===== config.mk =====
export PLATFORM = sky130hd
export DESIGN_NAME = dsi_tx_top
export DESIGN_NICKNAME = d
export VERILOG_FILES = /design/src/rtl/dsi_tx_pkg.sv /design/src/rtl/dsi_tx_regs.sv /design/src/rtl/dsi_byte_distributor.sv /design/src/rtl/dsi_lane_fifo.sv /design/src/rtl/dsi_lanes_controller.sv /design/src/rtl/dsi_tx_top.sv
export VERILOG_INCLUDE_DIRS = /design/src /design/src/rtl
export SDC_FILE = /design/constraint.sdc
export NUM_CORES = 2
export LEC_CHECK = 0
export ABC_AREA = 0
export ABC_CLOCK_PERIOD_IN_PS = 6500
export BUFFER_PORTS_ARGS = -buffer_cell sky130_fd_sc_hd__buf_4
export CELL_PAD_IN_SITES_DETAIL_PLACEMENT = 1
export CELL_PAD_IN_SITES_GLOBAL_PLACEMENT = 2
export CORE_UTILIZATION = 54
export CTS_BUF_LIST = sky130_fd_sc_hd__clkbuf_8
export CTS_CLUSTER_SIZE = 8
export DETAILED_ROUTE_END_ITERATION = 8
export PLACE_DENSITY = 0.94
export SLEW_MARGIN = 0
export SYNTH_ARGS = -nofsm -noshare
export SYNTH_HDL_FRONTEND = slang
export SYNTH_SLANG_ARGS = --single-unit

===== constraint.sdc =====
create_clock -name clk_sys -period 6.5 [get_ports clk_sys]
set_input_delay 0 -clock clk_sys [delete_from_list [all_inputs] [get_ports clk_sys]]
set_output_delay 0 -clock clk_sys [all_outputs]
set_load 0.02 [all_outputs]

===== src/rtl/dsi_tx_config.svh =====
`ifndef DSI_TX_CONFIG_SVH
`define DSI_TX_CONFIG_SVH

// lane geometry
`define DSI_MAX_LANES     4
`define DSI_PIX_WIDTH     32        // input stream word
`define DSI_BYTE_WIDTH    8
`define DSI_FIFO_DEPTH    32        // bytes per lane
`define DSI_TIMER_WIDTH   8

// wishbone word addresses
`define DSI_REG_CTRL      2'd0
`define DSI_REG_TLPX      2'd1
`define DSI_REG_TRAIL     2'd2
`define DSI_REG_STATUS    2'd3      // read only

// timing defaults, clk_sys cycles
`define DSI_TLPX_RESET    8'd4
`define DSI_TRAIL_RESET   8'd6

`endif


===== src/rtl/dsi_tx_pkg.sv =====
`include "dsi_tx_config.svh"

package dsi_tx_pkg;

    typedef logic [`DSI_PIX_WIDTH-1:0]                 pix_word_t;   // byte 0 in low bits
    typedef logic [`DSI_BYTE_WIDTH-1:0]                lane_byte_t;
    typedef logic [`DSI_MAX_LANES-1:0]                 lane_mask_t;  // one bit per lane
    typedef logic [`DSI_MAX_LANES*`DSI_BYTE_WIDTH-1:0] hs_bus_t;     // lane 0 in low byte
    typedef logic [`DSI_TIMER_WIDTH-1:0]               timer_t;

    typedef enum logic [1:0] {
        LANES_1 = 2'd0,
        LANES_2 = 2'd1,
        LANES_4 = 2'd2        // code 3 decodes as four lanes too
    } lane_code_t;

    typedef enum logic [2:0] {
        ST_STOP     = 3'd0,   // LP-11
        ST_HS_RQST  = 3'd1,   // LP-01
        ST_HS_PREP  = 3'd2,   // LP-00
        ST_HS_SEND  = 3'd3,
        ST_HS_TRAIL = 3'd4
    } lane_state_t;

endpackage


===== src/rtl/dsi_tx_regs.sv =====
`include "dsi_tx_config.svh"

module dsi_tx_regs
    import dsi_tx_pkg::*;
(
    input  logic        clk_sys,
    input  logic        rst_n,

    input  logic        wb_cyc,
    input  logic        wb_stb,
    input  logic        wb_we,
    input  logic [1:0]  wb_adr,
    input  logic [31:0] wb_dat_w,
    output logic [31:0] wb_dat_r,
    output logic        wb_ack,

    input  lane_state_t lane_state,
    output logic        enable,
    output lane_code_t  lane_code,
    output timer_t      tlpx,
    output timer_t      trail
);

    logic        wb_req;      // access pending, ack not yet given
    logic [31:0] rd_data;

    assign wb_req = wb_cyc && wb_stb && !wb_ack;

    always_ff @(posedge clk_sys or negedge rst_n) begin
        if (!rst_n) begin
            wb_ack <= 1'b0;
        end else begin
            wb_ack <= wb_req;
        end
    end

    // write side, lands on the edge that raises ack
    always_ff @(posedge clk_sys or negedge rst_n) begin
        if (!rst_n) begin
            enable    <= 1'b0;
            lane_code <= LANES_4;
            tlpx      <= `DSI_TLPX_RESET;
            trail     <= `DSI_TRAIL_RESET;
        end else if (wb_req && wb_we) begin
            case (wb_adr)
                `DSI_REG_CTRL: begin
                    enable    <= wb_dat_w[0];
                    lane_code <= lane_code_t'(wb_dat_w[2:1]);
                end
                `DSI_REG_TLPX:  tlpx  <= wb_dat_w[`DSI_TIMER_WIDTH-1:0];
                `DSI_REG_TRAIL: trail <= wb_dat_w[`DSI_TIMER_WIDTH-1:0];
                default: ;    // status ignores writes
            endcase
        end
    end

    always_comb begin
        rd_data = '0;
        case (wb_adr)
            `DSI_REG_CTRL:  rd_data[2:0] = {lane_code, enable};
            `DSI_REG_TLPX:  rd_data[`DSI_TIMER_WIDTH-1:0] = tlpx;
            `DSI_REG_TRAIL: rd_data[`DSI_TIMER_WIDTH-1:0] = trail;
            default:        rd_data[2:0] = lane_state;
        endcase
    end

    always_ff @(posedge clk_sys) begin
        if (wb_req && !wb_we) begin
            wb_dat_r <= rd_data;  // held with ack
        end
    end

    // one ack per access, even though the master drops stb a cycle late
    assert property (@(posedge clk_sys) disable iff (!rst_n) wb_ack |=> !wb_ack);

endmodule


===== src/rtl/dsi_byte_distributor.sv =====
`include "dsi_tx_config.svh"

module dsi_byte_distributor
    import dsi_tx_pkg::*;
(
    input  logic       clk_sys,
    input  logic       rst_n,

    input  pix_word_t  pix_data,
    input  logic       pix_valid,
    output logic       pix_ready,

    input  lane_code_t lane_code,

    output hs_bus_t    fifo_wdata,
    output lane_mask_t fifo_push,
    input  lane_mask_t fifo_full
);

    pix_word_t  held_word;
    logic       held;         // word waiting to be spread
    logic [1:0] grp;          // byte group inside held word
    logic [1:0] last_grp;
    logic [2:0] num_lanes;
    lane_mask_t act_mask;
    logic [2:0] base;         // first byte of current group
    logic       blocked;
    logic       issue;
    logic       take;

    always_comb begin
        case (lane_code)
            LANES_1: begin
                num_lanes = 3'd1;
                last_grp  = 2'd3;
                act_mask  = 4'b0001;
            end
            LANES_2: begin
                num_lanes = 3'd2;
                last_grp  = 2'd1;
                act_mask  = 4'b0011;
            end
            default: begin
                num_lanes = 3'd4;
                last_grp  = 2'd0;
                act_mask  = 4'b1111;
            end
        endcase
    end

    assign blocked   = |(fifo_full & act_mask);
    assign issue     = held && !blocked;
    assign pix_ready = !blocked && (!held || grp == last_grp);
    assign take      = pix_valid && pix_ready;
    assign fifo_push = issue ? act_mask : '0;
    assign base      = {1'b0, grp} * num_lanes;

    // byte base+j of the held word goes to lane j
    always_comb begin
        fifo_wdata = '0;
        for (int j = 0; j < `DSI_MAX_LANES; j++) begin
            if (act_mask[j]) begin
                fifo_wdata[j*`DSI_BYTE_WIDTH +: `DSI_BYTE_WIDTH] =
                    held_word[(int'(base) + j)*`DSI_BYTE_WIDTH +: `DSI_BYTE_WIDTH];
            end
        end
    end

    always_ff @(posedge clk_sys or negedge rst_n) begin
        if (!rst_n) begin
            held <= 1'b0;
            grp  <= 2'd0;
        end else if (take) begin
            held <= 1'b1;     // may replace a word finishing this cycle
            grp  <= 2'd0;
        end else if (issue) begin
            if (grp == last_grp) begin
                held <= 1'b0;
                grp  <= 2'd0;
            end else begin
                grp <= grp + 2'd1;
            end
        end
    end

    always_ff @(posedge clk_sys) begin
        if (take) begin
            held_word <= pix_data;
        end
    end

    assert property (@(posedge clk_sys) disable iff (!rst_n) (fifo_push & fifo_full) == '0);

endmodule


===== src/rtl/dsi_lane_fifo.sv =====
`include "dsi_tx_config.svh"

module dsi_lane_fifo
    import dsi_tx_pkg::*;
(
    input  logic       clk_sys,
    input  logic       rst_n,

    input  lane_byte_t wdata,
    input  logic       push,
    output logic       full,

    output lane_byte_t rdata,
    input  logic       pop,
    output logic       empty
);

    localparam int DEPTH = `DSI_FIFO_DEPTH;
    localparam int AW    = $clog2(DEPTH);
    localparam int CW    = $clog2(DEPTH + 1);

    lane_byte_t    mem [DEPTH];
    logic [AW-1:0] wr_ptr;
    logic [AW-1:0] rd_ptr;
    logic [CW-1:0] count;
    logic          do_push;
    logic          do_pop;

    assign do_push = push && !full;
    assign do_pop  = pop && !empty;
    assign full    = (count == CW'(DEPTH));
    assign empty   = (count == '0);
    assign rdata   = mem[rd_ptr];     // head byte shows without a pop

    always_ff @(posedge clk_sys) begin
        if (do_push) begin
            mem[wr_ptr] <= wdata;
        end
    end

    always_ff @(posedge clk_sys or negedge rst_n) begin
        if (!rst_n) begin
            wr_ptr <= '0;
            rd_ptr <= '0;
            count  <= '0;
        end else begin
            if (do_push) begin
                wr_ptr <= (wr_ptr == AW'(DEPTH - 1)) ? '0 : wr_ptr + 1'b1;
            end
            if (do_pop) begin
                rd_ptr <= (rd_ptr == AW'(DEPTH - 1)) ? '0 : rd_ptr + 1'b1;
            end
            case ({do_push, do_pop})
                2'b10:   count <= count + 1'b1;
                2'b01:   count <= count - 1'b1;
                default: ;    // both or neither, level unchanged
            endcase
        end
    end

    // controller only pops lanes it has seen non-empty
    assert property (@(posedge clk_sys) disable iff (!rst_n) pop |-> !empty);

endmodule


===== src/rtl/dsi_lanes_controller.sv =====
module dsi_lanes_controller
    import dsi_tx_pkg::*;
(
    input  logic        clk_sys,
    input  logic        rst_n,

    input  logic        enable,
    input  lane_code_t  lane_code,
    input  timer_t      tlpx,
    input  timer_t      trail,

    input  hs_bus_t     fifo_rdata,
    input  lane_mask_t  fifo_empty,
    output lane_mask_t  fifo_pop,

    output lane_state_t lane_state,
    output hs_bus_t     hs_data,
    output lane_mask_t  hs_valid,
    output lane_mask_t  lp_p,
    output lane_mask_t  lp_n
);

    lane_state_t state;
    lane_state_t state_next;
    timer_t      timer;
    timer_t      timer_next;
    lane_mask_t  act_mask;    // lanes frozen for the burst
    lane_mask_t  dec_mask;
    lane_mask_t  cur_mask;
    lane_mask_t  lp_p_next;
    lane_mask_t  lp_n_next;
    logic        all_ready;
    logic        all_empty;
    logic        timer_done;

    always_comb begin
        case (lane_code)
            LANES_1: dec_mask = 4'b0001;
            LANES_2: dec_mask = 4'b0011;
            default: dec_mask = 4'b1111;
        endcase
    end

    // lane count only follows the register while stopped
    assign cur_mask   = (state == ST_STOP) ? dec_mask : act_mask;
    assign all_ready  = ((~fifo_empty & cur_mask) == cur_mask);
    assign all_empty  = ((fifo_empty & cur_mask) == cur_mask);
    assign timer_done = (timer <= timer_t'(1));
    assign lane_state = state;

    always_comb begin
        state_next = state;
        timer_next = timer;
        fifo_pop   = '0;
        case (state)
            ST_STOP: begin
                if (enable && all_ready) begin
                    state_next = ST_HS_RQST;
                    timer_next = tlpx;
                end
            end
            ST_HS_RQST: begin
                if (timer_done) begin
                    state_next = ST_HS_PREP;
                    timer_next = tlpx;
                end else begin
                    timer_next = timer - 1'b1;
                end
            end
            ST_HS_PREP: begin
                if (timer_done) begin
                    state_next = ST_HS_SEND;
                    // first group pops here so it lands right after LP-00
                    if (all_ready) begin
                        fifo_pop = cur_mask;
                    end
                end else begin
                    timer_next = timer - 1'b1;
                end
            end
            ST_HS_SEND: begin
                if (all_ready) begin
                    fifo_pop = cur_mask;
                end else if (all_empty) begin
                    state_next = ST_HS_TRAIL;
                    timer_next = trail;
                end
            end
            ST_HS_TRAIL: begin
                if (timer_done) begin
                    state_next = ST_STOP;
                end else begin
                    timer_next = timer - 1'b1;
                end
            end
            default: state_next = ST_STOP;
        endcase
    end

    // lp levels follow the next state, inactive lanes stay LP-11
    always_comb begin
        lp_p_next = '1;
        lp_n_next = '1;
        case (state_next)
            ST_HS_RQST: lp_p_next = ~cur_mask;
            ST_HS_PREP, ST_HS_SEND, ST_HS_TRAIL: begin
                lp_p_next = ~cur_mask;
                lp_n_next = ~cur_mask;
            end
            default: ;
        endcase
    end

    always_ff @(posedge clk_sys or negedge rst_n) begin
        if (!rst_n) begin
            state    <= ST_STOP;
            timer    <= '0;
            act_mask <= '1;
            hs_valid <= '0;
            lp_p     <= '1;
            lp_n     <= '1;
        end else begin
            state    <= state_next;
            timer    <= timer_next;
            act_mask <= cur_mask;
            hs_valid <= fifo_pop;
            lp_p     <= lp_p_next;
            lp_n     <= lp_n_next;
        end
    end

    always_ff @(posedge clk_sys) begin
        if (|fifo_pop) begin
            hs_data <= fifo_rdata;
        end
    end

    // a registered group never spills into trail or stop
    assert property (@(posedge clk_sys) disable iff (!rst_n)
        (hs_valid != '0) |-> (state == ST_HS_SEND));

endmodule


===== src/rtl/dsi_tx_top.sv =====
`include "dsi_tx_config.svh"

module dsi_tx_top
    import dsi_tx_pkg::*;
(
    input  logic        clk_sys,
    input  logic        rst_n,

    input  logic        wb_cyc,
    input  logic        wb_stb,
    input  logic        wb_we,
    input  logic [1:0]  wb_adr,
    input  logic [31:0] wb_dat_w,
    output logic [31:0] wb_dat_r,
    output logic        wb_ack,

    input  pix_word_t   pix_data,
    input  logic        pix_valid,
    output logic        pix_ready,

    output hs_bus_t     hs_data,
    output lane_mask_t  hs_valid,
    output lane_mask_t  lp_p,
    output lane_mask_t  lp_n
);

    logic        enable;
    lane_code_t  lane_code;
    timer_t      tlpx;
    timer_t      trail;
    lane_state_t lane_state;
    hs_bus_t     fifo_wdata;
    lane_mask_t  fifo_push;
    lane_mask_t  fifo_full;
    hs_bus_t     fifo_rdata;
    lane_mask_t  fifo_empty;
    lane_mask_t  fifo_pop;

    dsi_tx_regs dsi_tx_regs_0 (
        .clk_sys    (clk_sys    ),
        .rst_n      (rst_n      ),
        .wb_cyc     (wb_cyc     ),
        .wb_stb     (wb_stb     ),
        .wb_we      (wb_we      ),
        .wb_adr     (wb_adr     ),
        .wb_dat_w   (wb_dat_w   ),
        .wb_dat_r   (wb_dat_r   ),
        .wb_ack     (wb_ack     ),
        .lane_state (lane_state ),
        .enable     (enable     ),
        .lane_code  (lane_code  ),
        .tlpx       (tlpx       ),
        .trail      (trail      )
    );

    dsi_byte_distributor dsi_byte_distributor_0 (
        .clk_sys    (clk_sys    ),
        .rst_n      (rst_n      ),
        .pix_data   (pix_data   ),
        .pix_valid  (pix_valid  ),
        .pix_ready  (pix_ready  ),
        .lane_code  (lane_code  ),  // buffering runs even while disabled
        .fifo_wdata (fifo_wdata ),
        .fifo_push  (fifo_push  ),
        .fifo_full  (fifo_full  )
    );

    for (genvar i = 0; i < `DSI_MAX_LANES; i++) begin : lane_fifos
        dsi_lane_fifo fifo_inst (
            .clk_sys (clk_sys                                            ),
            .rst_n   (rst_n                                              ),
            .wdata   (fifo_wdata[i*`DSI_BYTE_WIDTH +: `DSI_BYTE_WIDTH]   ),
            .push    (fifo_push[i]                                       ),
            .full    (fifo_full[i]                                       ),
            .rdata   (fifo_rdata[i*`DSI_BYTE_WIDTH +: `DSI_BYTE_WIDTH]   ),
            .pop     (fifo_pop[i]                                        ),
            .empty   (fifo_empty[i]                                      )
        );
    end

    dsi_lanes_controller dsi_lanes_controller_0 (
        .clk_sys    (clk_sys    ),
        .rst_n      (rst_n      ),
        .enable     (enable     ),
        .lane_code  (lane_code  ),
        .tlpx       (tlpx       ),
        .trail      (trail      ),
        .fifo_rdata (fifo_rdata ),
        .fifo_empty (fifo_empty ),
        .fifo_pop   (fifo_pop   ),
        .lane_state (lane_state ),
        .hs_data    (hs_data    ),
        .hs_valid   (hs_valid   ),
        .lp_p       (lp_p       ),
        .lp_n       (lp_n       )
    );

endmodule


==> reports/qor.yml <==
status: "finished clean"
stdcell_count: 4099
ys_seq_elements: 1210
core-area_sq_um: 90000
num_rows: 110
min_path_type: "in -> reg"
dpl.hpwl_um: 74500
syn_inst: 2507
met3_usage_pct: 4.92
yosysSeqAreaShare_pct: 72.8
area_growth_pct: 12.9
layout_common_cells: "edfxtp_1 (1,096), mux4_2 (320), clkbuf_8 (196)"
critPathMaxFanout: 10
synthXorXnorAreaFrac_pct: 0.553
cts-htree-levels: 4
grt_use_met1_pct: 36.6
final_common_cell: "edfxtp_1"
grt_use_total_pct: 26.7
finalSetupTns_ns: 0
utilization_pct: 61.6
critical_path.cell_chain: "nor4_1, a31oi_1, a2111oi_2, nand4_1, inv_1, ha_1, ha_1, a21o_1, a21oi_1, o21bai_1, o311ai_0, xor2_1"
r2r_start: "dsi_lanes_controller_0.timer[4]$_DFFE_PN0P_"
ff2ff_setup_slack_ns: 1.79
io_pins: 150
hold_depth: 3
power_mw: 25.1
clock_sinks: 1210
fp.dieH_um: 304
rsz0062_at_grt: "no"
cts_made_buffers: 186
final_max_slew_viol_count: 0
critPathMaxStageDelay_ns: 0.78
setup_viol: 0
cellPowerDensity_nw_per_um2: 452
fin_skew_ns: 0.0438
grt_pass1_wl_um: 181000
dp.cells: 3687
r2r_cells: 12
synth_edf_count: 1096
first_iter_violations: 2650
maxCapViolCount: 0
overflow: 0
switching_power_mw: 8.59
vias_per_cell: 6.29
min_period_ns: 4.71
num_vias: 25800
die_w_um: 304
synth_mux_area_share_pct: 16.6
synthAdderAreaFrac_pct: 1.50
seq_power_share_pct: 44.9
cp-start-kind: "flip-flop"
clk_path_buf_depth: 3
fmax_mhz: 213
final.period_utilization_pct: 72.4
synthTopCellsByArea: "edfxtp_1 (67%), mux4_2 (15%), dfrtp_1 (5.0%)"
fin_nets: 2922
synth-simple-area-share_pct: 4.43
p_int_mw: 16.5
wl_um: 121000
top_usage_layer: "met2"
grt_max_degree: 68
grt_pass1_vias: 27700
swShare_pct: 34.2
crit_family: "compound AO/OA/AOI/OAI gates"
combPwrFrac_pct: 32.1
clk_pin_slew_ns: 0.07
hold_viol_final: 0
worstMarginPinSlew_ns: 1.38
min-delay-start: "pix_valid"
ant_nets: 0
syn_area_sq_um: 49100
async_reset_ff_share_pct: 9.42
yosys.area.top_type_share_pct: 67.0
slowest_stage: "nor4_1"
synth_top_family_by_area: "multiplexers"
max_slew_margin_pct: 7.03
crit_top_cell: "ha_1"
post_cts_buffers: 0
synth_top_area_cell: "edfxtp_1"
start_util_pct: 54.6
use_met2_pct: 44.4
p_leak_nw: 18.9
crit_path_end_kind: "flip-flop"
synth_compound_area_share_pct: 2.31
wire_per_inst_um: 29.5
cts_root_buf: "clkbuf_8"
yosysWarnings: 0
irDropWorstVdd_v: 0.000389
cp_data_required_time_ns: 7.23
drive_gt1_share_pct: 27.5
clock_latency_ns: 0.85
fill_cells: 7665
place.gp.congestion: 0.838
dr.pass1.iters: 5
yosysUniqueCellTypes: 78
worstPathArrival_ns: 5.43
numPortBuffers: 101
pwr-share-clk_pct: 23.0
cts_tree: "built"
synth-main-ff-cell: "edfxtp_1"
r2r-end: "lane_fifos[2].fifo_inst.count[5]$_DFFE_PN0P_"
path_buf_inv: 1
die-area_sq_um: 92200
drc: 0
min_to: "dsi_byte_distributor_0.held$_DFFE_PN0P_"
critPathKind: "reg -> reg"
antenna_found_initial: 5
syn_area_per_cell_sq_um: 19.6
==> Yosys cell counts (4+ instances only) <==
cell type  count
and2_1        19
inv_1         51
and3_1        44
xnor2_1       16
buf_1         21
mux2_2        66
nand4_1        9
nor4b_1        5
a21o_1         8
nor3_1        29
buf_4         25
nor4_1         9
edfxtp_1    1096
nand3b_1      12
mux2i_1       20
or3b_2         4
a211oi_1      18
or3_1          7
nand2_1       91
a222oi_1       8
a221o_1        4
a21oi_1       34
ha_1          54
o21ai_0       42
nor2b_1        9
nand2b_1      10
dfrtp_1       98
a31oi_1       14
a22oi_1        5
nor2_1       138
mux4_2       320
dfstp_2       16
nand3_1       17
clkbuf_1     102
xor2_1        15
nor3b_1        6
and3b_1        4
==> worst register-to-register path, stage by stage, from the launching register on <==
cell       delay [ns]
dfrtp_1          0.40
nor4_1           0.78
a31oi_1          0.30
a2111oi_2        0.48
nand4_1          0.52
inv_1            0.21
ha_1             0.40
ha_1             0.31
a21o_1           0.18
a21oi_1          0.23
o21bai_1         0.12
o311ai_0         0.45
xor2_1           0.22
==> kinds of logic (layout without fill, tap and decap cells) <==
| kind of cell | after synthesis | after routing |
|---|---|---|
| fa+ha+maj | 57 | 57 |
| xor+xnor | 31 | 31 |
| buf+inv | 200 | 592 |
| mux | 408 | 408 |
| simple gates | 433 | 433 |
| flops | 1210 | 1210 |
| other cells | 1 | 25 |
| compound gates | 167 | 167 |
==> power by group through the flow <==
stage | registers, mW | clock network (mW) | logic (mW)
3_3_place_gp | 11.3 | 0 | 7.37
5_1_grt | 11.4 | 6.13 | 8.53
2_1_floorplan | 10.8 | 0 | 5.52
6_report | 11.3 | 5.76 | 8.06
3_5_place_dp | 11.4 | 0 | 7.88
4_1_cts | 11.3 | 5.84 | 8.06
==> worst max path at each step <==
stage | slack, ns | startpoint | to | depth (start not counted)
floorplan | 2.79 | dsi_tx_regs_0.lane_code[1]$_DFFE_PN1P_ | lane_fifos[0].fifo_inst.mem[0][1]$_DFFE_PP_ | 8
global placement | 2.10 | dsi_lanes_controller_0.timer[4]$_DFFE_PN0P_ | lane_fifos[3].fifo_inst.count[5]$_DFFE_PN0P_ | 12
detailed placement | 1.89 | dsi_lanes_controller_0.timer[2]$_DFFE_PN0P_ | lane_fifos[3].fifo_inst.count[5]$_DFFE_PN0P_ | 12
CTS | 1.88 | dsi_lanes_controller_0.timer[2]$_DFFE_PN0P_ | lane_fifos[3].fifo_inst.count[5]$_DFFE_PN0P_ | 12
global route | 1.51 | dsi_lanes_controller_0.timer[2]$_DFFE_PN0P_ | lane_fifos[2].fifo_inst.count[5]$_DFFE_PN0P_ | 12
finish | 1.79 | dsi_lanes_controller_0.timer[4]$_DFFE_PN0P_ | lane_fifos[2].fifo_inst.count[5]$_DFFE_PN0P_ | 12
==> flip-flops by register name, indices dropped and copies added, names as in the netlist <==
register and cells:
lane_fifos.fifo_inst.mem 1024, dsi_tx_regs_0.enable 1, dsi_byte_distributor_0.held_word 32, lane_fifos.fifo_inst.rd_ptr 20, dsi_lanes_controller_0.act_mask 4, dsi_tx_regs_0.wb_dat_r 8
dsi_lanes_controller_0.timer 8, dsi_lanes_controller_0.lp_n 4, dsi_lanes_controller_0.lane_state 3, dsi_byte_distributor_0.held 1, dsi_lanes_controller_0.hs_valid 4, dsi_tx_regs_0.trail 8
dsi_lanes_controller_0.hs_data 32, dsi_tx_regs_0.lane_code 2, dsi_lanes_controller_0.lp_p 4, lane_fifos.fifo_inst.wr_ptr 20, dsi_tx_regs_0.wb_ack 1, dsi_tx_regs_0.tlpx 8
dsi_byte_distributor_0.grp 2, lane_fifos.fifo_inst.count 24
==> cell type report <==
type	instances	area [sq um]	area share, %
flip-flops and latches	1210	35800	64.6
diodes	1	2.50	0.00451
clock buffers	196	2700	4.86
inverters	52	195	0.352
well taps	1176	1470	2.65
repair buffers	223	1920	3.46
multi-input cells	1120	12800	23.0
clock inverters	121	578	1.04
==> what timing repair did <==
| action | CTS | global route |
|---|---|---|
| hold buffers | 93 | 0 |
| resized for setup | 0 | 0 |
| hold endpoints to repair | 217 | 0 |
==> routing by layer <==
metal	wire length [um]	vias to the layer above
met2	60900	1218
met1	48400	13700
met4	2600	4
met3	8820	195
li1	-	10700
met5	18	-
==> per-stage QoR <==
stage               hold WS [ns]  worst slack (ns)  cell area (sq um)
finish                    0.0779              1.79              55500
floorplan                 -0.296              2.79              49200
global route              0.0394              1.51              55500
detailed placement       0.00260              1.89              51200
global placement        -0.00707              2.10              51200
CTS                     0.000183              1.88              55400
(Power assumes the default switching activity.)
